`config.mk`:
```
export PLATFORM = sky130hd
export DESIGN_NAME = lumi_rx
export DESIGN_NICKNAME = d
export VERILOG_FILES = /design/src/hdl/lumi_rx_pkg.sv /design/src/hdl/lumi_beat_if.sv /design/src/hdl/lumi_pkt_if.sv /design/src/hdl/lumi_rx_fifo.sv /design/src/hdl/lumi_rx_sampler.sv /design/src/hdl/lumi_rx_queues.sv /design/src/hdl/lumi_rx_assembler.sv /design/src/hdl/lumi_rx.sv
export VERILOG_INCLUDE_DIRS = /design/src /design/src/include
export SDC_FILE = /design/constraint.sdc
export NUM_CORES = 2
export LEC_CHECK = 0
export BUFFER_PORTS_ARGS = -buffer_cell sky130_fd_sc_hd__buf_2
export CAP_MARGIN = 15
export CORE_MARGIN = 4
export CORE_UTILIZATION = 50
export DETAILED_ROUTE_END_ITERATION = 16
export PLACE_DENSITY_LB_ADDON = 0.08
export RECOVER_POWER = 25
export SYNTH_ARGS = -nofsm -noshare
export SYNTH_HDL_FRONTEND = slang
export SYNTH_HIERARCHICAL = 1
export SYNTH_SLANG_ARGS = --single-unit
```
`constraint.sdc`:
```
create_clock -name clk -period 23.2 [get_ports clk]
set_clock_uncertainty 0.05 [all_clocks]
set_input_delay 1.16 -clock clk [delete_from_list [all_inputs] [get_ports clk]]
set_output_delay 1.16 -clock clk [all_outputs]
set_load 0.1 [all_outputs]
```
`src/include/lumi_rx_cfg.svh`:
```
`ifndef LUMI_RX_CFG_SVH
`define LUMI_RX_CFG_SVH

// Packet field widths
`define LUMI_CW  32      // Command
`define LUMI_AW  32      // Each address
`define LUMI_DW  64      // Largest data field
`define LUMI_IOW 32      // PHY beat, 4 bytes

// Queue sizes in beats
`define LUMI_FIFO_DEPTH 16      // Request and response
`define LUMI_LNK_DEPTH  4       // Link commands

// Opcodes, low five command bits
`define LUMI_OP_READ   5'd1     // Request, no data
`define LUMI_OP_WRITE  5'd3     // Request with data
`define LUMI_OP_POSTED 5'd5     // Request with data
`define LUMI_OP_RDRESP 5'd2     // Response with data
`define LUMI_OP_WRRESP 5'd4     // Response, no data
`define LUMI_OP_LINK   5'd31    // Command only

// Link subcodes, command bits 15..8
`define LUMI_CRDT_REQ_A  8'h01
`define LUMI_CRDT_REQ_B  8'h02
`define LUMI_CRDT_RESP_A 8'h11
`define LUMI_CRDT_RESP_B 8'h12

`endif

```
`src/hdl/lumi_rx_pkg.sv`:
```
`include "lumi_rx_cfg.svh"

package lumi_rx_pkg;

   // Beats per header part
   localparam logic [7:0] CMD_BEATS = `LUMI_CW / `LUMI_IOW;
   localparam logic [7:0] HDR_BEATS = (`LUMI_CW + 2 * `LUMI_AW) / `LUMI_IOW;

   // Queue a packet is steered to
   typedef enum logic [1:0]
   {
      CLS_NONE = 2'd0,     // Invalid opcode, dropped
      CLS_REQ  = 2'd1,
      CLS_RESP = 2'd2,
      CLS_LINK = 2'd3
   } pkt_class_t;

   // One queued beat, 35 bits
   typedef struct packed
   {
      logic [`LUMI_IOW-1:0] data;
      logic                 eop;      // Last beat of its packet
      pkt_class_t           cls;
   } rx_beat_t;

   // Reassembled packet, 160 bits
   typedef struct packed
   {
      logic [`LUMI_CW-1:0] cmd;
      logic [`LUMI_AW-1:0] dstaddr;
      logic [`LUMI_AW-1:0] srcaddr;
      logic [`LUMI_DW-1:0] data;
   } umi_pkt_t;

   // Link and invalid opcodes carry the command alone
   function automatic logic is_cmd_only(input logic [`LUMI_CW-1:0] cmd);
      logic [4:0] op;
      op = cmd[4:0];
      return !(op inside {`LUMI_OP_READ, `LUMI_OP_WRITE, `LUMI_OP_POSTED,
                          `LUMI_OP_RDRESP, `LUMI_OP_WRRESP});
   endfunction

   // Header without data
   function automatic logic is_no_data(input logic [`LUMI_CW-1:0] cmd);
      return (cmd[4:0] == `LUMI_OP_READ) || (cmd[4:0] == `LUMI_OP_WRRESP);
   endfunction

   // (len+1) << size
   function automatic logic [15:0] pkt_bytes(input logic [`LUMI_CW-1:0] cmd);
      logic [15:0] lenp1;
      lenp1 = {8'd0, cmd[15:8]} + 16'd1;
      return lenp1 << cmd[7:5];
   endfunction

   // Packet length in beats, sizes of 2 and up give whole beats
   function automatic logic [7:0] pkt_beats(input logic [`LUMI_CW-1:0] cmd);
      logic [15:0] data_beats;
      data_beats = pkt_bytes(cmd) / (`LUMI_IOW / 8);
      if (is_cmd_only(cmd))
         return CMD_BEATS;
      else if (is_no_data(cmd))
         return HDR_BEATS;
      else
         return HDR_BEATS + data_beats[7:0];
   endfunction

endpackage

```
`src/hdl/lumi_beat_if.sv`:
```
`timescale 1ns/1ns
`include "lumi_rx_cfg.svh"

// Queued beats, arbiter towards assembler
interface lumi_beat_if;

   logic                 valid;   // Held until the beat moves
   logic                 ready;
   logic [`LUMI_IOW-1:0] data;
   logic                 eop;     // Last beat of packet

   modport source
   (
      output valid, data, eop,
      input  ready
   );

   modport sink
   (
      input  valid, data, eop,
      output ready
   );

endinterface

```
`src/hdl/lumi_pkt_if.sv`:
```
`timescale 1ns/1ns

// Whole packets, output register towards port split
interface lumi_pkt_if;

   logic                   valid;
   logic                   ready;   // From the port the packet goes to
   lumi_rx_pkg::umi_pkt_t  pkt;

   modport source
   (
      output valid, pkt,
      input  ready
   );

   modport sink
   (
      input  valid, pkt,
      output ready
   );

endinterface

```
`src/hdl/lumi_rx_fifo.sv`:
```
`timescale 1ns/1ns

module lumi_rx_fifo
#(
   parameter int DEPTH = 16     // Power of two
)
(
   input  logic                  clk,
   input  logic                  nreset,
   input  logic                  wr_en,
   input  lumi_rx_pkg::rx_beat_t din,
   input  logic                  rd_en,
   output lumi_rx_pkg::rx_beat_t dout,   // Head of queue, no read latency
   output logic                  empty
);

   localparam int PW = $clog2(DEPTH);

   lumi_rx_pkg::rx_beat_t mem [DEPTH];
   logic [PW:0]           wr_ptr;        // Extra bit tells full from empty
   logic [PW:0]           rd_ptr;
   logic                  full;

   assign empty = (wr_ptr == rd_ptr);
   assign full  = (wr_ptr[PW] != rd_ptr[PW]) && (wr_ptr[PW-1:0] == rd_ptr[PW-1:0]);
   assign dout  = mem[rd_ptr[PW-1:0]];   // Fall-through read

   always_ff @(posedge clk or negedge nreset)
   begin
      if (!nreset)
      begin
         wr_ptr <= '0;
         rd_ptr <= '0;
      end
      else
      begin
         if (wr_en)
            wr_ptr <= wr_ptr + 1'b1;
         if (rd_en)
            rd_ptr <= rd_ptr + 1'b1;
      end
   end

   always_ff @(posedge clk)
   begin
      if (wr_en)
         mem[wr_ptr[PW-1:0]] <= din;
   end

   // Remote side must stay within its credits
   a_no_overflow: assert property (@(posedge clk) disable iff (!nreset)
      wr_en |-> !full);

   a_no_underflow: assert property (@(posedge clk) disable iff (!nreset)
      rd_en |-> !empty);

endmodule

```
`src/hdl/lumi_rx_sampler.sv`:
```
`timescale 1ns/1ns
`include "lumi_rx_cfg.svh"

module lumi_rx_sampler
(
   input  logic                  clk,
   input  logic                  nreset,
   input  logic [`LUMI_IOW-1:0]  phy_rxdata,
   input  logic                  phy_rxvld,
   output lumi_rx_pkg::rx_beat_t beat,       // Registered beat with tags
   output logic                  wr_valid
);

   logic [7:0]              cnt;          // Beat index in packet
   logic [7:0]              beats_keep;   // Length taken at first beat
   lumi_rx_pkg::pkt_class_t cls_keep;
   lumi_rx_pkg::pkt_class_t cls_dec;      // Class of the beat on the pins
   lumi_rx_pkg::pkt_class_t cls_now;
   logic [7:0]              beats_now;
   logic                    sop;
   logic                    last;

   //############################
   // Boundary tracking
   //############################

   assign sop = (cnt == 8'd0);  // Next beat opens a packet

   // First beat holds the command
   always_comb
   begin
      case (phy_rxdata[4:0])
         `LUMI_OP_READ, `LUMI_OP_WRITE, `LUMI_OP_POSTED: cls_dec = lumi_rx_pkg::CLS_REQ;
         `LUMI_OP_RDRESP, `LUMI_OP_WRRESP:                cls_dec = lumi_rx_pkg::CLS_RESP;
         `LUMI_OP_LINK:                                  cls_dec = lumi_rx_pkg::CLS_LINK;
         default:                                        cls_dec = lumi_rx_pkg::CLS_NONE;
      endcase
   end

   assign beats_now = sop ? lumi_rx_pkg::pkt_beats(phy_rxdata) : beats_keep;
   assign cls_now   = sop ? cls_dec : cls_keep;
   assign last      = (cnt + 8'd1 == beats_now);   // Counter wraps here

   always_ff @(posedge clk or negedge nreset)
   begin
      if (!nreset)
      begin
         cnt        <= 8'd0;
         beats_keep <= 8'd0;
         cls_keep   <= lumi_rx_pkg::CLS_NONE;
         wr_valid   <= 1'b0;
      end
      else
      begin
         wr_valid <= phy_rxvld;
         if (phy_rxvld)
         begin
            cnt <= last ? 8'd0 : cnt + 8'd1;
            // Hold length and class for the rest of the packet
            if (sop)
            begin
               beats_keep <= beats_now;
               cls_keep   <= cls_dec;
            end
         end
      end
   end

   // Input register, qualified by wr_valid
   always_ff @(posedge clk)
   begin
      beat.data <= phy_rxdata;
      beat.eop  <= last;
      beat.cls  <= cls_now;
   end

   // Data field fits the 64 bit packet data
   a_data_size: assert property (@(posedge clk) disable iff (!nreset)
      phy_rxvld && sop && !lumi_rx_pkg::is_cmd_only(phy_rxdata)
      && !lumi_rx_pkg::is_no_data(phy_rxdata)
      |-> lumi_rx_pkg::pkt_bytes(phy_rxdata) <= 16'd8);

endmodule

```
`src/hdl/lumi_rx_queues.sv`:
```
`timescale 1ns/1ns
`include "lumi_rx_cfg.svh"

module lumi_rx_queues
(
   input  logic                  clk,
   input  logic                  nreset,
   input  logic                  csr_en,
   input  logic [15:0]           csr_crdt_req_init,
   input  logic [15:0]           csr_crdt_resp_init,
   input  lumi_rx_pkg::rx_beat_t beat,
   input  logic                  wr_valid,
   output logic [15:0]           loc_crdt_req,
   output logic [15:0]           loc_crdt_resp,
   lumi_beat_if.source           bif
);

   // Index 0 request, 1 response, 2 link
   lumi_rx_pkg::rx_beat_t dout [3];
   lumi_rx_pkg::rx_beat_t head;          // Beat of the chosen FIFO
   logic [2:0]            wr_en;
   logic [2:0]            rd_en;
   logic [2:0]            empty;
   logic [2:0]            sel_q;         // Locked choice
   logic [2:0]            sel_now;
   logic                  locked;

   //############################
   // Class FIFOs
   //############################

   assign wr_en[0] = wr_valid && (beat.cls == lumi_rx_pkg::CLS_REQ);
   assign wr_en[1] = wr_valid && (beat.cls == lumi_rx_pkg::CLS_RESP);
   assign wr_en[2] = wr_valid && (beat.cls == lumi_rx_pkg::CLS_LINK);  // CLS_NONE dropped

   for (genvar i = 0; i < 3; i++)
   begin : g_fifo
      lumi_rx_fifo #(.DEPTH(i == 2 ? `LUMI_LNK_DEPTH : `LUMI_FIFO_DEPTH)) u_fifo
      (
         .clk    (clk),
         .nreset (nreset),
         .wr_en  (wr_en[i]),
         .din    (beat),
         .rd_en  (rd_en[i]),
         .dout   (dout[i]),
         .empty  (empty[i])
      );
   end

   //############################
   // Packet arbiter
   //############################

   // Link first, then response, then request
   assign sel_now = locked     ? sel_q  :
                    !empty[2]  ? 3'b100 :
                    !empty[1]  ? 3'b010 :
                    !empty[0]  ? 3'b001 : 3'b000;

   assign head = sel_now[2] ? dout[2] :
                 sel_now[1] ? dout[1] : dout[0];

   assign bif.valid = |(sel_now & ~empty);
   assign bif.data  = head.data;
   assign bif.eop   = head.eop;
   assign rd_en     = sel_now & ~empty & {3{bif.ready}};

   // Lock from the first offered beat until eop moves
   always_ff @(posedge clk or negedge nreset)
   begin
      if (!nreset)
      begin
         locked <= 1'b0;
         sel_q  <= 3'b000;
      end
      else if (bif.valid)
      begin
         sel_q  <= sel_now;
         locked <= !(bif.ready && head.eop);
      end
   end

   //############################
   // Local credits
   //############################

   always_ff @(posedge clk or negedge nreset)
   begin
      if (!nreset)
      begin
         loc_crdt_req  <= 16'd0;
         loc_crdt_resp <= 16'd0;
      end
      else if (!csr_en)
      begin
         loc_crdt_req  <= csr_crdt_req_init;
         loc_crdt_resp <= csr_crdt_resp_init;
      end
      else
      begin
         if (rd_en[0])
            loc_crdt_req <= loc_crdt_req + 16'd1;    // One per beat freed
         if (rd_en[1])
            loc_crdt_resp <= loc_crdt_resp + 16'd1;
      end
   end

   // Offered beat is not withdrawn
   a_valid_hold: assert property (@(posedge clk) disable iff (!nreset)
      bif.valid && !bif.ready |=> bif.valid && $stable(bif.data));

endmodule

```
`src/hdl/lumi_rx_assembler.sv`:
```
`timescale 1ns/1ns
`include "lumi_rx_cfg.svh"

module lumi_rx_assembler
(
   input  logic                clk,
   input  logic                nreset,
   lumi_beat_if.sink           bif,
   // Request port
   output logic [`LUMI_CW-1:0] umi_req_out_cmd,
   output logic [`LUMI_AW-1:0] umi_req_out_dstaddr,
   output logic [`LUMI_AW-1:0] umi_req_out_srcaddr,
   output logic [`LUMI_DW-1:0] umi_req_out_data,
   output logic                umi_req_out_valid,
   input  logic                umi_req_out_ready,
   // Response port
   output logic [`LUMI_CW-1:0] umi_resp_out_cmd,
   output logic [`LUMI_AW-1:0] umi_resp_out_dstaddr,
   output logic [`LUMI_AW-1:0] umi_resp_out_srcaddr,
   output logic [`LUMI_DW-1:0] umi_resp_out_data,
   output logic                umi_resp_out_valid,
   input  logic                umi_resp_out_ready,
   // Remote credits
   output logic [15:0]         rmt_crdt_req,
   output logic [15:0]         rmt_crdt_resp
);

   localparam int PW = `LUMI_CW + 2 * `LUMI_AW + `LUMI_DW;   // 160
   localparam int BW = $clog2(PW / 8);                      // Byte offset bits
   localparam logic [BW-1:0] BPB = BW'(`LUMI_IOW / 8);      // Bytes per beat

   logic [PW-1:0]         shiftreg;
   logic [PW-1:0]         sr_next;   // Including the beat now offered
   logic [BW-1:0]         boff;      // Byte offset of next beat
   logic [`LUMI_CW-1:0]   cmd_next;
   logic                  move;
   logic                  done;      // Eop beat moves
   logic                  link;
   lumi_rx_pkg::umi_pkt_t pkt_next;

   lumi_pkt_if u_pkt_if ();

   //############################
   // Shift register
   //############################

   assign move = bif.valid && bif.ready;
   assign done = move && bif.eop;

   // Eop waits while a held packet is not taken
   assign bif.ready = !bif.eop || !u_pkt_if.valid || u_pkt_if.ready;

   always_comb
   begin
      sr_next = shiftreg;
      if (boff == '0)
         sr_next = '0;   // Packet start clears old bytes
      sr_next[{boff, 3'b000} +: `LUMI_IOW] = bif.data;
   end

   always_ff @(posedge clk)
   begin
      if (move)
         shiftreg <= sr_next;
   end

   assign cmd_next = sr_next[`LUMI_CW-1:0];
   assign link     = (cmd_next[4:0] == `LUMI_OP_LINK);

   // Field masking
   always_comb
   begin
      pkt_next.cmd     = cmd_next;
      pkt_next.dstaddr = sr_next[`LUMI_CW +: `LUMI_AW];
      pkt_next.srcaddr = sr_next[`LUMI_CW + `LUMI_AW +: `LUMI_AW];
      pkt_next.data    = sr_next[`LUMI_CW + 2 * `LUMI_AW +: `LUMI_DW];
      if (lumi_rx_pkg::is_cmd_only(cmd_next))
      begin
         pkt_next.dstaddr = '0;
         pkt_next.srcaddr = '0;
      end
      if (lumi_rx_pkg::is_cmd_only(cmd_next) || lumi_rx_pkg::is_no_data(cmd_next))
         pkt_next.data = '0;
   end

   //############################
   // Output register and credits
   //############################

   always_ff @(posedge clk or negedge nreset)
   begin
      if (!nreset)
      begin
         boff           <= '0;
         u_pkt_if.valid <= 1'b0;
         rmt_crdt_req   <= 16'd0;
         rmt_crdt_resp  <= 16'd0;
      end
      else
      begin
         if (move)
            boff <= bif.eop ? '0 : boff + BPB;
         if (done && !link)
            u_pkt_if.valid <= 1'b1;       // Held until accepted
         else if (u_pkt_if.ready)
            u_pkt_if.valid <= 1'b0;
         // Link commands stop here
         if (done && link)
         begin
            case (cmd_next[15:8])
               `LUMI_CRDT_REQ_A, `LUMI_CRDT_REQ_B:   rmt_crdt_req  <= cmd_next[31:16];
               `LUMI_CRDT_RESP_A, `LUMI_CRDT_RESP_B: rmt_crdt_resp <= cmd_next[31:16];
               default:                              ;
            endcase
         end
      end
   end

   always_ff @(posedge clk)
   begin
      if (done && !link)
         u_pkt_if.pkt <= pkt_next;
   end

   //############################
   // Port split
   //############################

   // Odd opcodes are requests
   assign umi_req_out_valid  = u_pkt_if.valid && u_pkt_if.pkt.cmd[0];
   assign umi_resp_out_valid = u_pkt_if.valid && !u_pkt_if.pkt.cmd[0];
   assign u_pkt_if.ready     = u_pkt_if.pkt.cmd[0] ? umi_req_out_ready : umi_resp_out_ready;

   assign umi_req_out_cmd      = u_pkt_if.pkt.cmd;
   assign umi_req_out_dstaddr  = u_pkt_if.pkt.dstaddr;
   assign umi_req_out_srcaddr  = u_pkt_if.pkt.srcaddr;
   assign umi_req_out_data     = u_pkt_if.pkt.data;
   assign umi_resp_out_cmd     = u_pkt_if.pkt.cmd;
   assign umi_resp_out_dstaddr = u_pkt_if.pkt.dstaddr;
   assign umi_resp_out_srcaddr = u_pkt_if.pkt.srcaddr;
   assign umi_resp_out_data    = u_pkt_if.pkt.data;

   // Held packet stays put until its port takes it
   a_pkt_hold: assert property (@(posedge clk) disable iff (!nreset)
      u_pkt_if.valid && !u_pkt_if.ready |=> u_pkt_if.valid && $stable(u_pkt_if.pkt));

endmodule

```
`src/hdl/lumi_rx.sv`:
```
`timescale 1ns/1ns
`include "lumi_rx_cfg.svh"

module lumi_rx
(
   input  logic                 clk,
   input  logic                 nreset,
   input  logic                 csr_en,              // Low loads local credits
   input  logic [15:0]          csr_crdt_req_init,
   input  logic [15:0]          csr_crdt_resp_init,
   // PHY side
   input  logic [`LUMI_IOW-1:0] phy_rxdata,
   input  logic                 phy_rxvld,
   // Request port
   output logic [`LUMI_CW-1:0]  umi_req_out_cmd,
   output logic [`LUMI_AW-1:0]  umi_req_out_dstaddr,
   output logic [`LUMI_AW-1:0]  umi_req_out_srcaddr,
   output logic [`LUMI_DW-1:0]  umi_req_out_data,
   output logic                 umi_req_out_valid,
   input  logic                 umi_req_out_ready,
   // Response port
   output logic [`LUMI_CW-1:0]  umi_resp_out_cmd,
   output logic [`LUMI_AW-1:0]  umi_resp_out_dstaddr,
   output logic [`LUMI_AW-1:0]  umi_resp_out_srcaddr,
   output logic [`LUMI_DW-1:0]  umi_resp_out_data,
   output logic                 umi_resp_out_valid,
   input  logic                 umi_resp_out_ready,
   // Credits
   output logic [15:0]          loc_crdt_req,        // Sent back to remote side
   output logic [15:0]          loc_crdt_resp,
   output logic [15:0]          rmt_crdt_req,        // Taken from link commands
   output logic [15:0]          rmt_crdt_resp
);

   lumi_rx_pkg::rx_beat_t beat;
   logic                  wr_valid;

   lumi_beat_if u_beat_if ();

   //############################
   // Pipeline stages
   //############################

   lumi_rx_sampler u_sampler
   (
      .clk        (clk),
      .nreset     (nreset),
      .phy_rxdata (phy_rxdata),
      .phy_rxvld  (phy_rxvld),
      .beat       (beat),
      .wr_valid   (wr_valid)
   );

   lumi_rx_queues u_queues
   (
      .clk                (clk),
      .nreset             (nreset),
      .csr_en             (csr_en),
      .csr_crdt_req_init  (csr_crdt_req_init),
      .csr_crdt_resp_init (csr_crdt_resp_init),
      .beat               (beat),
      .wr_valid           (wr_valid),
      .loc_crdt_req       (loc_crdt_req),
      .loc_crdt_resp      (loc_crdt_resp),
      .bif                (u_beat_if)
   );

   lumi_rx_assembler u_assembler
   (
      .clk                  (clk),
      .nreset               (nreset),
      .bif                  (u_beat_if),
      .umi_req_out_cmd      (umi_req_out_cmd),
      .umi_req_out_dstaddr  (umi_req_out_dstaddr),
      .umi_req_out_srcaddr  (umi_req_out_srcaddr),
      .umi_req_out_data     (umi_req_out_data),
      .umi_req_out_valid    (umi_req_out_valid),
      .umi_req_out_ready    (umi_req_out_ready),
      .umi_resp_out_cmd     (umi_resp_out_cmd),
      .umi_resp_out_dstaddr (umi_resp_out_dstaddr),
      .umi_resp_out_srcaddr (umi_resp_out_srcaddr),
      .umi_resp_out_data    (umi_resp_out_data),
      .umi_resp_out_valid   (umi_resp_out_valid),
      .umi_resp_out_ready   (umi_resp_out_ready),
      .rmt_crdt_req         (rmt_crdt_req),
      .rmt_crdt_resp        (rmt_crdt_resp)
   );

endmodule

```
==> results.yml <==
pwr:
  power_frac_comb_pct: 5.2
  p_clk_share_pct: 41.0
  power.internal_uw: 4870
  p_per_area_mw_per_mm2: 82.0
  seqPwrFrac_pct: 53.8
  power_leakage_uw: 0.0255
  peakVddDrop_mv: 0.0696
  p_switching_uw: 1390
  swShare_pct: 22.1
floorplan:
  ioPinCount: 456
  fp.dieW_um: 377
  start_util_pct: 50.6
  row_count: 134
  dieHeight_um: 377
  die-area_mm2: 0.142
  core_area_mm2: 0.134
drt:
  wire_per_inst_um: 26.3
  drt-total-wl_um: 164000
  post-route-drc-count: 0
  drtPass1Iterations: 5
  final_antenna_net_count: 0
  post_drt_via_cell_ratio: 5.80
  vias: 36100
  drt-initial-drc-count: 3419
clock_tree:
  cts_sinks: 1660
  cts_tree: "done"
  path_clk_slew_ns: 0.06
  clk_latency_ns: 0.78
  cts_root_buf: "clkbuf_16"
  cts_setup_buffers: 0
  numCtsBuffers: 168
  cts_buffer_depth: 3
  ctsHoldBuffers: 0
  cts_resized: 0
  htree_levels: 4
worst_setup_path:
  worst-setup-path-type: "flip-flop to flip-flop"
  crit_slowest_cell: "buf_4"
  cp_num_cells: 12
  path_cells: "buf_4 > buf_4 > mux4_2 > o22ai_1 > nor2_1 > mux2i_1 > a21oi_1 > nand4_1 > or4_4 > and3_4 > buf_4 > buf_4"
  cp_common_cell: "buf_4"
  crit_arrival_ns: 6.60
  critical_path.n_buffers_inverters: 4
  cpPeakStageDelay_ns: 0.83
  reg2regPathDepth: 12
  worstSetupEndpointType: "flip-flop"
  start_kind: "flip-flop"
  crit_required_ns: 23.55
  path_max_fanout: 77
  cpLargestDelayFamily: "buffers and inverters"
synthesis:
  syn_area_mm2: 0.0679
  syn_avg_cell_area_um2: 17.1
  syn_inst: 3978
  syn_nets: 4075
  synth_warnings: 6
place:
  dpl_worst_slack_ns: 16.86
  io_buffers: 455
  hpwlAfterDp_um: 101000
  place.gp.congestion: 0.820
timing:
  period_share_pct: 26.9
  tns_ns: 0
  tightestPinTransition_ns: 4.26
  timing.fmax_mhz: 160
  setup_viol: 0
  slew_headroom_pct: -184
  slew_viol_final: 848
  rsz0062_at_grt: "false"
  hold_violations: 0
  setup_ws_ns: 16.95
  period_minus_slack_ns: 6.25
grt:
  track_usage_pct: 23.0
  grt_first_pass_wirelength_um: 240000
  grt_pass1_vias: 36000
  grt_max_degree: 116
  antenna_found_initial: 6
  gr-total-overflow: 0
hold_path:
  hold_depth: 2
  worstHoldPathType: "flip-flop to flip-flop"
cells_and_area:
  nFillCells: 10400
  drive_gt1_share_pct: 26.7
  area_growth_pct: 12.3
  nets: 4426
run:
  max-cap-violations: 22
run_status:
  status: "finished, violations left"
  violations: "capacitance limit, slew limit"
## metal layers
metal	up-vias	global-route usage [%]	wire [um]
met5	-	0	0
met3	263	3.38	8910
li1	16000	-	-
met1	18700	31.7	69400
met4	0	7.02	4620
met2	1218	38.2	81000
## power groups by stage
| stage | clock [uW] | sequential, uW | combinational (uW) |
|---|---|---|---|
| 2_1_floorplan | 0 | 3460 | 161 |
| 3_3_place_gp | 0 | 3430 | 318 |
| 3_5_place_dp | 0 | 3430 | 323 |
| 4_1_cts | 2630 | 3370 | 324 |
| 5_1_grt | 2750 | 3370 | 356 |
| 6_report | 2570 | 3370 | 327 |
## cells in the final DEF (no fill, tap or decap), types with 78 or more instances in the layout
master,n
edfxtp_1,1508
buf_2,434
mux4_2,293
nand2_1,283
nor2_1,222
clkbuf_16,175
o22ai_1,137
o21ai_0,136
nand2b_1,114
dfrtp_1,109
nor2b_1,92
clkbuf_1,87
buf_4,78
## path summary, 6_finish.rpt
kind | endpoint | start | slack, ns
worst max-delay path | u_assembler/umi_req_out_dstaddr[21] | u_queues/g_fifo[1].u_fifo/rd_ptr[0] | 16.95
worst min-delay path | u_sampler/beat[0] | u_sampler/cls_keep[0] | 0.43
worst max register to register | u_assembler/umi_req_out_dstaddr[21] | u_queues/g_fifo[1].u_fifo/rd_ptr[0] | 16.95
worst min register to register | u_sampler/beat[0] | u_sampler/cls_keep[0] | 0.43
max in group asynchronous | u_queues/g_fifo[0].u_fifo/rd_ptr[0] | nreset | 18.27
min in group asynchronous | u_sampler/beats_keep[2] | nreset | 1.83
## per-stage QoR
step                      instance area (um2)  cells  hold WS, ns  utilization (%)  power [uW]
after CTS                               76300   6216        0.331             56.9        6320
after floorplan                         67900   3978        0.391                -        3620
after global placement                  71100   5916        0.402             53.0        3750
final                                   76300   6229        0.431             56.9        6260
after global routing                    76300   6228        0.389             56.9        6480
after detailed placement                71100   5917        0.413             53.0        3760
## worst min-delay path, delay by kind of cell, from the launching register on
| family | cells | cell delay (ns) |
|---|---|---|
| AND/OR/NAND/NOR | 1 | 0.05 |
| flip-flops | 1 | 0.34 |
| AO/OA/AOI/OAI | 1 | 0.05 |
## flip-flops by register name, summed over array words and instances (netlist names)
signal / flops
u_assembler/umi_req_out_cmd: 32
u_queues/loc_crdt_resp: 16
u_sampler/cnt: 8
u_queues/locked: 1
u_sampler/wr_valid: 1
u_sampler/beats_keep: 8
u_queues/sel_q: 3
u_assembler/shiftreg: 160
u_assembler/rmt_crdt_resp: 16
u_assembler/boff: 3
u_queues/g_fifo.u_fifo/rd_ptr: 13
u_assembler/umi_req_out_srcaddr: 32
u_queues/loc_crdt_req: 16
u_assembler/rmt_crdt_req: 16
u_assembler/umi_req_out_dstaddr: 32
u_sampler/cls_keep: 2
u_assembler/umi_req_out_data: 64
u_assembler/u_pkt_if.valid: 1
u_queues/g_fifo.u_fifo/mem: 1188
u_sampler/beat: 35
u_queues/g_fifo.u_fifo/wr_ptr: 13
## layout make-up
type / count / area [um2] / share of cell area, %
Sequential cell: 1660 / 48900 / 64.1
Multi-Input combinational cell: 1901 / 16800 / 22.0
Clock buffer: 215 / 4550 / 5.96
Timing Repair Buffer: 567 / 3070 / 4.03
Tap cell: 1768 / 2210 / 2.90
Clock inverter: 84 / 629 / 0.825
Inverter: 31 / 121 / 0.159
Antenna cell: 3 / 7.51 / 0.00984
Note: power is estimated with default switching activity, not from simulation.
